$ cat config.mk
export PLATFORM = sky130hd
export DESIGN_NAME = mem_stage
export DESIGN_NICKNAME = d
export VERILOG_FILES = /design/src/mem_pkg.sv /design/src/mem_stage.sv
export SDC_FILE = /design/constraint.sdc
export NUM_CORES = 1
export LEC_CHECK = 0
export BUFFER_PORTS_ARGS = -buffer_cell sky130_fd_sc_hd__buf_2
export CAP_MARGIN = 20
export CORE_AREA = 2 2 239 241
export CTS_BUF_LIST = sky130_fd_sc_hd__clkbuf_2
export DETAILED_ROUTE_END_ITERATION = 8
export DIE_AREA = 0 0 241 243
export GPL_TIMING_DRIVEN = 1
export PLACE_DENSITY = 0.34
export RECOVER_POWER = 50
export SETUP_SLACK_MARGIN = 0.15
export SYNTH_ARGS = -nofsm -noshare
export SYNTH_HDL_FRONTEND = slang
export SYNTH_SLANG_ARGS = --single-unit
$ cat constraint.sdc
create_clock -name clk -period 6.6 [get_ports clk]
set_input_delay 0.66 -clock clk [delete_from_list [all_inputs] [get_ports clk]]
set_output_delay 0.66 -clock clk [all_outputs]
set_load 0.03 [all_outputs]
$ cat src/mem_pkg.sv
package mem_pkg;

    typedef logic [63:0] xlen_t;       // data word and byte address
    typedef logic [4:0]  reg_addr_t;   // x0..x31
    typedef logic [7:0]  ram_index_t;  // word index into the data RAM

    localparam int RAM_DEPTH = 256;    // 64-bit words, 2 KiB

    // load funct3 encoding, stores reuse lb/lh/lw/ld
    typedef enum logic [2:0] {
        lb  = 3'b000,
        lh  = 3'b001,
        lw  = 3'b010,
        ld  = 3'b011,
        lbu = 3'b100,
        lhu = 3'b101,
        lwu = 3'b110
    } mem_size_e;

    // register result source in writeback
    typedef enum logic [1:0] {
        alu      = 2'd0,
        mem      = 2'd1,
        pc_plus4 = 2'd2   // jal/jalr link value
    } wreg_sel_e;

    // execute -> memory stage, 205 bits
    typedef struct packed {
        xlen_t      store_data;  // rs2 value
        logic       mem_wen;
        logic       mem_ren;
        mem_size_e  size;
        wreg_sel_e  wreg_sel;
        logic       reg_wen;
        reg_addr_t  rd;
        xlen_t      alu_result;  // also the memory address
        xlen_t      pc;
    } ex_mem_bus_t;

    // memory stage -> writeback, 200 bits
    typedef struct packed {
        logic       reg_wen;
        reg_addr_t  rd;
        wreg_sel_e  wreg_sel;
        xlen_t      load_data;
        xlen_t      alu_result;
        xlen_t      pc;
    } mem_wb_bus_t;

    // one access to the data RAM
    typedef struct packed {
        ram_index_t index;
        logic       we;
        logic [7:0] mask;   // one bit per byte lane
        xlen_t      wdata;
    } ram_req_t;

endpackage

$ cat src/mem_stage.sv
`timescale 1ns/1ps

module mem_stage (
    input  logic                 clk,
    input  logic                 rst,
    input  logic                 es_to_ms_valid,
    input  mem_pkg::ex_mem_bus_t es_to_ms_bus,
    output logic                 ms_allowin,
    input  logic                 ws_allowin,
    input  logic                 mem_grant,
    output logic                 ms_to_ws_valid,
    output mem_pkg::mem_wb_bus_t ms_to_ws_bus,
    output mem_pkg::xlen_t       ms_addr,
    output mem_pkg::mem_size_e   ms_size,
    output mem_pkg::xlen_t       ms_store_data,
    output logic                 ms_mem_wen,
    input  mem_pkg::xlen_t       load_data
);
    import mem_pkg::*;

    logic        ms_valid;
    logic        ms_ready_go;
    ex_mem_bus_t ms_bus;   // op held in this stage

    // op waits here while the host owns the RAM
    assign ms_ready_go    = mem_grant;
    assign ms_allowin     = !ms_valid || (ms_ready_go && ws_allowin);
    assign ms_to_ws_valid = ms_valid && ms_ready_go;

    always_ff @(posedge clk) begin
        if (rst) begin
            ms_valid <= 1'b0;
        end else if (ms_allowin) begin
            ms_valid <= es_to_ms_valid;
        end
    end

    always_ff @(posedge clk) begin
        if (es_to_ms_valid && ms_allowin) begin
            ms_bus <= es_to_ms_bus;
        end
    end

    // access request towards the aligner
    assign ms_addr       = ms_bus.alu_result;
    assign ms_size       = ms_bus.size;
    assign ms_store_data = ms_bus.store_data;
    assign ms_mem_wen    = ms_valid && ms_bus.mem_wen;  // empty stage never writes

    always_comb begin
        ms_to_ws_bus.reg_wen    = ms_bus.reg_wen;
        ms_to_ws_bus.rd         = ms_bus.rd;
        ms_to_ws_bus.wreg_sel   = ms_bus.wreg_sel;
        ms_to_ws_bus.load_data  = ms_bus.mem_ren ? load_data : '0;
        ms_to_ws_bus.alu_result = ms_bus.alu_result;
        ms_to_ws_bus.pc         = ms_bus.pc;
    end

endmodule

### Word-level counts from Yosys, hierarchy flattened

Index checks and enable logic that the tools add are counted.

* word-level logic and storage cells: 17
* output and inout bits: 334
* input bits: 274
* register bits: 206

* reductions and logical operators: 6
* multiplexer cells: 1

Operators by type and width (count)
* 64-bit 2-to-1 mux: 1
* 1-bit logical AND: 4
* 1-bit logical NOT: 1
* 1-bit logical OR: 1

### Longest topological paths before layout

Gate-level depths: netlist (run 1).

* depth in word-level cells: 3
* mapped depth: 2
* depth with buffers taken out: 2

### Worst setup path before layout (run 1)

No wires, ideal clock.

* kind: input to register
* start point: in mem_grant
* end point: reg ms_bus (netlist bit ms_addr[0]) (enable)
* data required time: 6.009 ns
* stages on the path: 2
* data arrival time: 5.620 ns
* path slack: 0.389 ns
* buffers on the path: 0
* cells stage by stage: a21bo_2 -> and2_1

* cells in the longest elaborated chain, start to end: 3

Ends and longest elaborated chain
* start, declared: line mem_stage.sv:10 `input logic mem_grant,`
* 1-bit logical AND: line mem_stage.sv:27 `assign ms_allowin = !ms_valid || (ms_ready_go && ws_allowin);`
* 1-bit logical OR: line mem_stage.sv:27
* 1-bit logical AND: line mem_stage.sv:39 `if (es_to_ms_valid && ms_allowin) begin`
* end signal, assigned: line mem_stage.sv:40 `ms_bus <= es_to_ms_bus;`
* end, declared: line mem_stage.sv:23 `ex_mem_bus_t ms_bus;`

Every way passes these cells.
A chain may end at the register's enable or synchronous reset.

### Worst setup path in the final report (run 1)

* start point: reg ms_valid
* end point: reg ms_bus (netlist bit ms_store_data[15]) (enable)

* cells in the longest elaborated chain, start to end: 3

Ends and longest elaborated chain
* start, declared: line mem_stage.sv:21 `logic ms_valid;`
* start signal, assigned: line mem_stage.sv:34 `ms_valid <= es_to_ms_valid;`
* 1-bit logical NOT: line mem_stage.sv:27
* 1-bit logical OR: line mem_stage.sv:27
* 1-bit logical AND: line mem_stage.sv:39

Every way passes these cells.

==> flow_metrics.tcl, run 1 <==
set metrics [dict create \
    clk_latency_ns 0.94 \
    synth_area_um2 8728 \
    met1_usage 0.08244 \
    rsz0062_at_grt "no" \
    synth_compound_area_frac 0.001720 \
    crit_buf_inv 1 \
    yosys.area_share.simple 0.05720 \
    final-hold-violation-count 0 \
    r2r_setup_slack_ns 2.52 \
    skew_ns 0.05154 \
    die_width_um 241 \
    cp_slowest_stage_delay_ns 1.55 \
    cts_buffer_depth 3 \
    cts_tree "yes" \
    vias 6123 \
    viasPerCell 3.142 \
    setup_tns_ns 0 \
    ios 608 \
    drive_above_1_share 0.6118 \
    endpoint_kind "register" \
    rows 87 \
    worstMarginPinSlew_ns 2.113 \
    final_cell_mix "buf_2, dlygate4sd3_1, edfxtp_1" \
    cp_cell_sequence "a21bo_2 -> and2_0 -> clkbuf_2" \
    avgRoutedWirePerCell_um 15.50 \
    dieArea_um2 58560 \
    clkSinkCount 206 \
    drc 0 \
    setup_viol 0 \
    synth_mux_area_frac 0 \
    clkTransAtPathRegs_ns 0.10 \
    critPathLaunchType "register" \
    ir_drop_uv 125.6 \
    fp.dieH_um 243 \
    globalRouteMet3Util 0.04424 \
    drv_slew 101 \
    arrival_ns 4.58 \
    dp_cells 1642 \
    grt_usage 0.09702 \
    nets 1430 \
    hpwl_um 22900 \
    status "complete, but fails checks" \
    portBuffers 607 \
    clock.fmax_mhz 244.8 \
    drt-total-wl_um 30210 \
    leakage_nw 5.820 \
    worstSetupPathType "register to register" \
    crit_path_top_delay_cell "and2_0" \
    crit_fanout 69 \
    busiest_layer "met2" \
    dr.pass1.iters 4 \
    cts_made_buffers 61 \
    cts_root_buffer "clkbuf_2" \
    ys_warn_count 0 \
    relSlewSlack -0.4095 \
    layout_min_cycle_time_ns 4.085 \
    syn_nets 823 \
    grt_pass1_vias 6684 \
    core-area_um2 55950 \
    violations "max-capacitance violations, max-slew violations" \
    finalPower_mw 3.087 \
    antenna_found_initial 6 \
    crit_family "simple AND/OR/NAND/NOR gates" \
    grt_start_max_net_pins 108 \
    synth_cells 549 \
    hold_path.class "input pin to register" \
    gp_congestion 0.7137 \
    synth_top_family_by_area "buffers and inverters" \
    grt_pass1_wl_um 41090 \
    cap_violations 2 \
    fill_cells 6081 \
    overflow 0 \
    required_ns 7.09 \
    cts_max_level 2 \
    finalNonFillerCells 1949 \
    start_util 0.1560 \
    met2_usage 0.1858 \
    syn_to_final_growth_pct 51.45 \
    layout_commonest_cell "buf_2" \
    syn_area_per_cell_um2 15.90 \
    finalCritPeriodShare 0.6189 \
    ys_seq_area_frac 0.7076 \
    initialDrtViolationCount 105 \
    power_density_nw_per_um2 233.5 \
    synth.distinct_cells 9 \
    synthXorXnorAreaFrac 0 \
    ys_ff_latch 206 \
    final_antenna_net_count 0 \
    synthAdderAreaFrac 0 \
]
## through the flow
step | setup WS (ns) | utilization | hold WS (ns) | cell area [µm²]
after floorplan | 0.3888 | - | 0.7095 | 8728
after global placement | 3.961 | 0.1915 | 0.6003 | 10720
after detailed placement | 3.956 | 0.1915 | 0.6180 | 10720
after CTS | 3.235 | 0.2371 | 0.1381 | 13260
after global routing | 2.066 | 0.2362 | 0.2445 | 13210
final | 2.515 | 0.2363 | 0.4297 | 13220
## report_power, final
| part | internal [mW] | switching [mW] | leakage, nW | total (mW) |
|---|---|---|---|---|
| sequential | 1.54 | 0.0284 | 1.98 | 1.56 |
| clock | 0.346 | 0.564 | 0.387 | 0.910 |
| combinational | 0.226 | 0.386 | 3.46 | 0.613 |
| total | 2.11 | 0.979 | 5.82 | 3.09 |
## area by class of cell
type                            instances  area, µm²  share of cell area
Sequential cell                       206       6176              0.4672
Timing Repair Buffer                  817       5095              0.3854
Tap cell                              756      945.9             0.07156
Multi-Input combinational cell         69      514.2             0.03890
Clock buffer                           87      435.4             0.03294
Clock inverter                         10      41.29            0.003124
Antenna cell                            3      7.507           0.0005679
Inverter                                1      3.754           0.0002840
## metal layers
| metal | wire length, µm | up-vias |
|---|---|---|
| met3 | 3439 | 73 |
| met2 | 16130 | 398 |
| met1 | 9387 | 2798 |
| met5 | 44 | - |
| li1 | - | 2848 |
| met4 | 1209 | 6 |
## timing repair
item / CTS / global route
hold buffers: 207 / 0
endpoints found under the hold margin: 206 / 0
setup buffers: 0 / 0
gates resized for setup: 0 / 0
## cells by family (layout without fill, tap and decap cells)
| group | Yosys count | count (layout) |
|---|---|---|
| flops | 206 | 206 |
| buf+inv | 274 | 915 |
| simple gates | 67 | 67 |
| compound gates | 2 | 2 |
| other cells | 0 | 3 |
## sequential cells by signal, summed over array words and instances, names as in the netlist
| signal | cells |
|---|---|
| ms_addr | 64 |
| ms_bus | 2 |
| ms_valid | 1 |
| ms_store_data | 64 |
| ms_size | 3 |
| ms_to_ws_bus | 72 |
## Yosys cell counts
master | number | area share
a21bo_2 | 1 | 0.0011
a21oi_1 | 1 | 0.00057
and2_1 | 3 | 0.0022
and2_2 | 64 | 0.055
buf_4 | 267 | 0.23
clkbuf_2 | 6 | 0.0034
dfxtp_1 | 1 | 0.0023
edfxtp_1 | 205 | 0.71
inv_1 | 1 | 0.00043
## path summary, 6_finish.rpt
kind | from | end | cells after the start
worst min register to register | ms_valid | ms_valid | 3
worst max-delay path | ms_valid | ms_store_data[15] | 3
worst max register to register | ms_valid | ms_store_data[15] | 3
worst min-delay path | es_to_ms_bus[7] | ms_to_ws_bus[7] | 2
Power figures use the tool's default switching activity.
==> inputs of run 2 (changes only) <==
ABC_AREA = 1   (was not set)
CORE_AREA = 2 2 240 242   (was 2 2 239 241)
DIE_AREA = 0 0 242 244   (was 0 0 241 243)
PLACE_DENSITY = 0.33   (was 0.34)
clock period = 4.25 ns   (was 6.6 ns; I/O delays follow)
==> run 2 against run 1 <==
Against the previous run: the flow still finishes with violations (max-capacitance violations, max-slew violations); clock-buffer cell count is 2 higher; sequential share of layout area is 3.0 points lower; via count is 9.2% higher; total power is 61% higher; cell count is 8.0% higher; highest routed layer unchanged.
==> flow_metrics.tcl, run 2 <==
set metrics [dict create \
    status "complete, but fails checks" \
    violations "max-capacitance violations, max-slew violations" \
    clkSinkCount 206 \
    fp.dieH_um 244 \
    cts_resized 0 \
    setup_viol 0 \
    antenna_found_initial 5 \
    finalCritPeriodShare 0.7345 \
    rows 87 \
    hpwl_um 21810 \
    avgRoutedWirePerCell_um 14.26 \
    finalNonFillerCells 2104 \
    pre_cts_slack_ns 2.062 \
    cap_violations 2 \
    drt-total-wl_um 30010 \
    required_ns 4.72 \
    drive_above_1_share 0.5160 \
    clock.fmax_mhz 320.4 \
    synth_top_family_by_area "buffers and inverters" \
    pwr-share-clk 0.306 \
    cp_slowest_stage_delay_ns 1.64 \
    hold_path.class "input pin to register" \
    start_util 0.1562 \
    largest_reg_flops 72 \
    rsz0062_at_grt "no" \
    fill_cells 6026 \
    crit_path_top_delay_cell "dlymetal6s2s_1" \
    synth.distinct_cells 7 \
    dp_cells 1713 \
    grt_pass1_vias 7316 \
    cts_tree "yes" \
    dieArea_um2 59050 \
    holdWs_ns 0.2271 \
    arrival_ns 3.59 \
    final_cell_mix "buf_2, dlygate4sd3_1, edfxtp_1" \
    synthAdderAreaFrac 0 \
    vias 6686 \
    syn_nets 891 \
    die_width_um 242 \
    drv_slew 103 \
    dr.pass1.iters 4 \
    grt_start_max_net_pins 57 \
    drc 0 \
    initialDrtViolationCount 162 \
    layout_commonest_cell "buf_2" \
    final_antenna_net_count 0 \
    core-area_um2 56170 \
    synth_mux_area_frac 0 \
    gp_congestion 0.9541 \
    clk_latency_ns 0.93 \
    yosys.area_share.simple 0.02908 \
    ios 608 \
    synthXorXnorAreaFrac 0 \
    worstSetupPathType "register to register" \
    grt_usage 0.09867 \
    cts_max_level 3 \
    clkTransAtPathRegs_ns 0.08 \
    r2r_start "ms_valid" \
    worstMarginPinSlew_ns 2.135 \
    ys_seq_area_frac 0.7037 \
    synth_compound_area_frac 0.001141 \
    overflow 0 \
    synth_cells 617 \
    cp-startpoint "ms_valid" \
    fin_util 0.2513 \
    post_cts_buffers 0 \
    relSlewSlack -0.4256 \
    syn_area_per_cell_um2 14.22 \
    synth-edff-count 205 \
    portBuffers 607 \
    ys.flop_type "edfxtp_1" \
    layout_min_cycle_time_ns 3.122 \
    cts_made_buffers 66 \
    synth_common_cells "buf_4, edfxtp_1, nand2_1" \
    synth_area_um2 8776 \
    setup_tns_ns 0 \
    finalWorstSetupSlack_ns 1.128 \
    swShare 0.3160 \
    synth.top_cells.by_area "edfxtp_1, buf_4, nand2_1, inv_1, buf_6" \
    power_switching_mw 1.568 \
    cts_buffer_depth 3 \
    hold_buffers 286 \
    yosysMostFrequentCell "buf_4" \
    ir_drop_uv 200.8 \
    cp_cell_sequence "a21oi_1 -> dlymetal6s2s_1" \
    yosysTopAreaCell "edfxtp_1" \
    crit_buf_inv 1 \
    crit_family "buffers and inverters" \
    p_comb_frac 0.203 \
    endpoint_kind "register" \
    syn_to_final_growth_pct 60.82 \
    viasPerCell 3.178 \
    ys_warn_count 0 \
    synth_top_area_frac 0.7015 \
    final-hold-violation-count 0 \
    p_seq_frac 0.491 \
    leakage_nw 6.703 \
    skew_ns 0.06229 \
    synthArstFlopShare 0 \
    p_int_mw 3.393 \
    grt_pass1_wl_um 43030 \
    power_density_nw_per_um2 351.5 \
    crit_fanout 45 \
    nets 1585 \
    hold_start "es_to_ms_bus[50]" \
    ys_ff_latch 206 \
    cts_root_buffer "clkbuf_2" \
    critPathLaunchType "register" \
]
[run 2: worst paths after layout]
kind,end,slack [ns],depth (start not counted)
setup / recovery,ms_to_ws_bus[11],1.13,2
hold / removal,ms_to_ws_bus[50],0.23,2
setup reg to reg,ms_to_ws_bus[11],1.13,2
hold reg to reg,ms_valid,1.11,3
[run 2: cell type report]
| type | count | area [µm²] | area share |
|---|---|---|---|
| diodes | 3 | 7.507 | 0.0005319 |
| clock buffers | 89 | 445.4 | 0.03156 |
| clock inverters | 13 | 80.08 | 0.005674 |
| inverters | 67 | 251.5 | 0.01782 |
| multi-input cells | 70 | 281.5 | 0.01995 |
| flip-flops and latches | 206 | 6176 | 0.4376 |
| well taps | 756 | 945.9 | 0.06702 |
| repair buffers | 900 | 5926 | 0.4199 |
[run 2: worst register-to-register path, delay by kind of cell (launching register included)]
kind,cells,cell delay (ns)
buffers and inverters,1,1.64
AOI/OAI and AO/OA,1,0.69
DFF,1,0.35
[run 2: routing by layer]
layer | global-route usage | part of all wire
met4 | 0.05211 | 0.035
met3 | 0.04950 | 0.11
met2 | 0.1809 | 0.53
met1 | 0.08849 | 0.33
met5 | 0 | 0.0010
[run 2: kinds of logic (layout without fill, tap and decap cells)]
logic type,after synthesis,in the layout
compound gates,2,2
buf+inv,341,1069
flops,206,206
other cells,0,3
simple gates,68,68
[run 2: per-stage QoR]
step,power (mW),instance area (µm²)
6_report,4.961,14110
4_1_cts,5.126,14180
3_3_place_gp,3.300,10790
3_5_place_dp,3.298,10790
2_1_floorplan,3.130,8803
5_1_grt,5.273,14110
[run 2: power by group through the flow]
stage	logic [mW]	registers (mW)	clock network, mW
global placement	0.823	2.48	0
detailed placement	0.820	2.48	0
finish	1.01	2.44	1.52
global route	1.07	2.45	1.75
CTS	1.03	2.43	1.66
floorplan	0.660	2.47	0
==> inputs of run 3 (changes only) <==
CORE_AREA = 2 2 237 239   (was 2 2 240 242)
DIE_AREA = 0 0 239 241   (was 0 0 242 244)
PLACE_DENSITY = 0.35   (was 0.33)
clock period = 2.82 ns   (was 4.25 ns; I/O delays follow)
==> run 3 against run 2 <==
Against the previous run: the flow now stops in 4_1_cts; area after synthesis unchanged; synthesized cell count unchanged.
==> flow_metrics.tcl, run 3 <==
set metrics [dict create \
    start_util 0.1599 \
    synth-edff-count 205 \
    ys_ff_latch 206 \
    cts_root_buffer "clkbuf_2" \
    yosysMostFrequentCell "buf_4" \
    ys.flop_type "edfxtp_1" \
    post_cts_buffers 0 \
    gp_congestion 0.7180 \
    dp_cells 1660 \
    synth.top_cells.by_area "edfxtp_1, buf_4, nand2_1, inv_1, buf_6" \
    synth_area_um2 8776 \
    cts_max_level 3 \
    yosysTopAreaCell "edfxtp_1" \
    cts_made_buffers 66 \
    rows 86 \
    ys_seq_area_frac 0.7037 \
    status "did not finish" \
    hpwl_um 21460 \
    portBuffers 607 \
    synth_cells 617 \
    syn_nets 891 \
    ys_warn_count 0 \
    cts_buffer_depth 3 \
    synthArstFlopShare 0 \
    lastStage "4_1_cts" \
    hold_buffers 356 \
    die_width_um 239 \
    firstError "[ERROR RSZ-0060] Max buffer count reached." \
    synth.distinct_cells 7 \
    synth_top_area_frac 0.7015 \
    cts_resized 1 \
    fp.dieH_um 241 \
    ios 608 \
    synth_common_cells "buf_4, edfxtp_1, nand2_1" \
    clkSinkCount 206 \
    syn_area_per_cell_um2 14.22 \
]
run 3: through the flow:
step	instance area [µm²]	utilization	worst slack [ns]	hold slack, ns
after floorplan	8788	-	-1.398	0.3437
after global placement	10710	0.1951	1.051	0.4588
after detailed placement	10710	0.1951	1.032	0.4601
run 3: logic make-up after synthesis:
logic type	count (synthesis)	synth area share
AO/OA/AOI/OAI	2	0.001141
buffers and inverters	341	0.2660
flip-flops	206	0.7037
AND/OR/NAND/NOR	68	0.02908
==> inputs of run 4 (changes only) <==
CORE_AREA = 2 2 234 236   (was 2 2 237 239)
CTS_BUF_LIST = not set   (was sky130_fd_sc_hd__clkbuf_2)
DIE_AREA = 0 0 236 238   (was 0 0 239 241)
PLACE_DENSITY = not set   (was 0.35)
PLACE_DENSITY_LB_ADDON = 0.15   (was not set)
SETUP_SLACK_MARGIN = not set   (was 0.15)
clock period = 3.67 ns   (was 2.82 ns; I/O delays follow)
==> run 4 against run 3 <==
Against the previous run: the flow now finishes, with violations (max-capacitance violations, max-slew violations).
==> flow_metrics.tcl, run 4 (same netlist as run 2, synthesis figures left out) <==
set metrics [dict create \
    worstSetupPathType "register to register" \
    overflow 0 \
    arrival_ns 2.81 \
    nets 1451 \
    clock.fmax_mhz 371.1 \
    drv_slew 207 \
    finalCritPeriodShare 0.7342 \
    grt_pass1_wl_um 40930 \
    r2r_setup_slack_ns 0.98 \
    crit_path_top_delay_cell "clkbuf_2" \
    drive_above_1_share 0.4548 \
    setup_viol 0 \
    cp_cell_sequence "a21oi_1 -> clkbuf_2" \
    antenna_found_initial 5 \
    final_cell_mix "buf_2, edfxtp_1, dlygate4sd3_1" \
    dieArea_um2 56170 \
    largest_reg_flops 72 \
    cp-startpoint "ms_valid" \
    cp_slowest_stage_delay_ns 1.59 \
    vias 6069 \
    fin_area_um2 13200 \
    wl_met2_um 16540 \
    detail_route.wirelength.met1_um 9398 \
    ios 608 \
    reg2reg_depth 2 \
    layout_min_cycle_time_ns 2.695 \
    skew_ns 0.01228 \
    violations "max-capacitance violations, max-slew violations" \
    final_antenna_net_count 0 \
    gp_congestion 0.7547 \
    dp_cells 1649 \
    ir_drop_uv 338.7 \
    endpoint_kind "register" \
    clkTransAtPathRegs_ns 0.06 \
    r2r-end "ms_addr[52]" \
    required_ns 3.78 \
    grt_usage 0.09856 \
    cap_violations 2 \
    r2r_start "ms_valid" \
    rows 85 \
    drt-total-wl_um 29410 \
    hpwl_um 23010 \
    crit_buf_inv 1 \
    cts_tree "yes" \
    crit_cells 2 \
    avgRoutedWirePerCell_um 15.54 \
    wl_met3_um 2879 \
    worstSetupEndpoint "ms_addr[52]" \
    fin_util 0.2467 \
    drc 0 \
    crit_family "buffers and inverters" \
    worstMarginPinSlew_ns 2.256 \
    final-hold-violation-count 0 \
    holdWs_ns 0.06540 \
    cts_root_buffer "clkbuf_16" \
    grt_start_max_net_pins 124 \
    placed_area_um2 10670 \
    hold_path.class "input pin to register" \
    die_width_um 236 \
    initialDrtViolationCount 170 \
    pre_cts_slack_ns 1.587 \
    finalWorstSetupSlack_ns 0.9754 \
    start_util 0.1641 \
    power_density_nw_per_um2 462.8 \
    cts_max_level 1 \
    core-area_um2 53500 \
    clk_latency_ns 0.54 \
    status "complete, but fails checks" \
    grt_pass1_vias 6491 \
    cts_buffer_depth 3 \
    crit_fanout 82 \
    portBuffers 607 \
    critPathLaunchType "register" \
    cts_resized 0 \
    post_cts_buffers 0 \
    layout_commonest_cell "buf_2" \
    cts_made_buffers 25 \
    dr.pass1.iters 4 \
    rsz0062_at_grt "no" \
    viasPerCell 3.206 \
    clkSinkCount 206 \
    finalNonFillerCells 1893 \
    hold_buffers 197 \
    relSlewSlack -0.5042 \
    fp.dieH_um 238 \
    leakage_nw 6.015 \
    syn_to_final_growth_pct 50.37 \
    top_layer "met5" \
]
run 4: report_power, final:
group / internal, mW / leakage [nW] / switching, mW / total, mW
Sequential: 2.77 / 1.98 / 0.0531 / 2.82
Combinational: 0.373 / 3.69 / 0.701 / 1.07
Clock: 1.24 / 0.344 / 0.971 / 2.21
Total: 4.38 / 6.01 / 1.73 / 6.11
run 4: layer usage:
metal / global-route usage / up-vias
met5: 0 / -
met4: 0.02914 / 4
met3: 0.03806 / 37
met2: 0.1992 / 340
met1: 0.08920 / 2819
li1: - / 2869
run 4: cell type report:
class | count | area (µm²)
fill | 5744 | 40300
sequential | 206 | 6176
timing repair buffer | 807 | 4910
tap | 696 | 870.8
clock buffer | 30 | 644.4
multi-input combinational | 70 | 272.8
inverter | 67 | 251.5
clock inverter | 14 | 63.81
antenna | 3 | 7.507
run 4: how the worst min path moves through the flow:
stage | startpoint | end | cells past startpoint
5_1_grt | es_to_ms_bus[174] | ms_store_data[33] | 1
4_1_cts | es_to_ms_bus[151] | ms_store_data[10] | 1
6_report | es_to_ms_bus[174] | ms_store_data[33] | 1
2_1_floorplan | rst | ms_valid | 1
3_5_place_dp | rst | ms_valid | 2
3_3_place_gp | ms_valid | ms_valid | 2
run 4: per-stage QoR:
step                setup TNS, ns  power (mW)
finish                          0       6.107
global route                    0       6.396
CTS                             0       6.275
detailed placement              0       3.815
global placement                0       3.818
floorplan                 -112.38       3.625
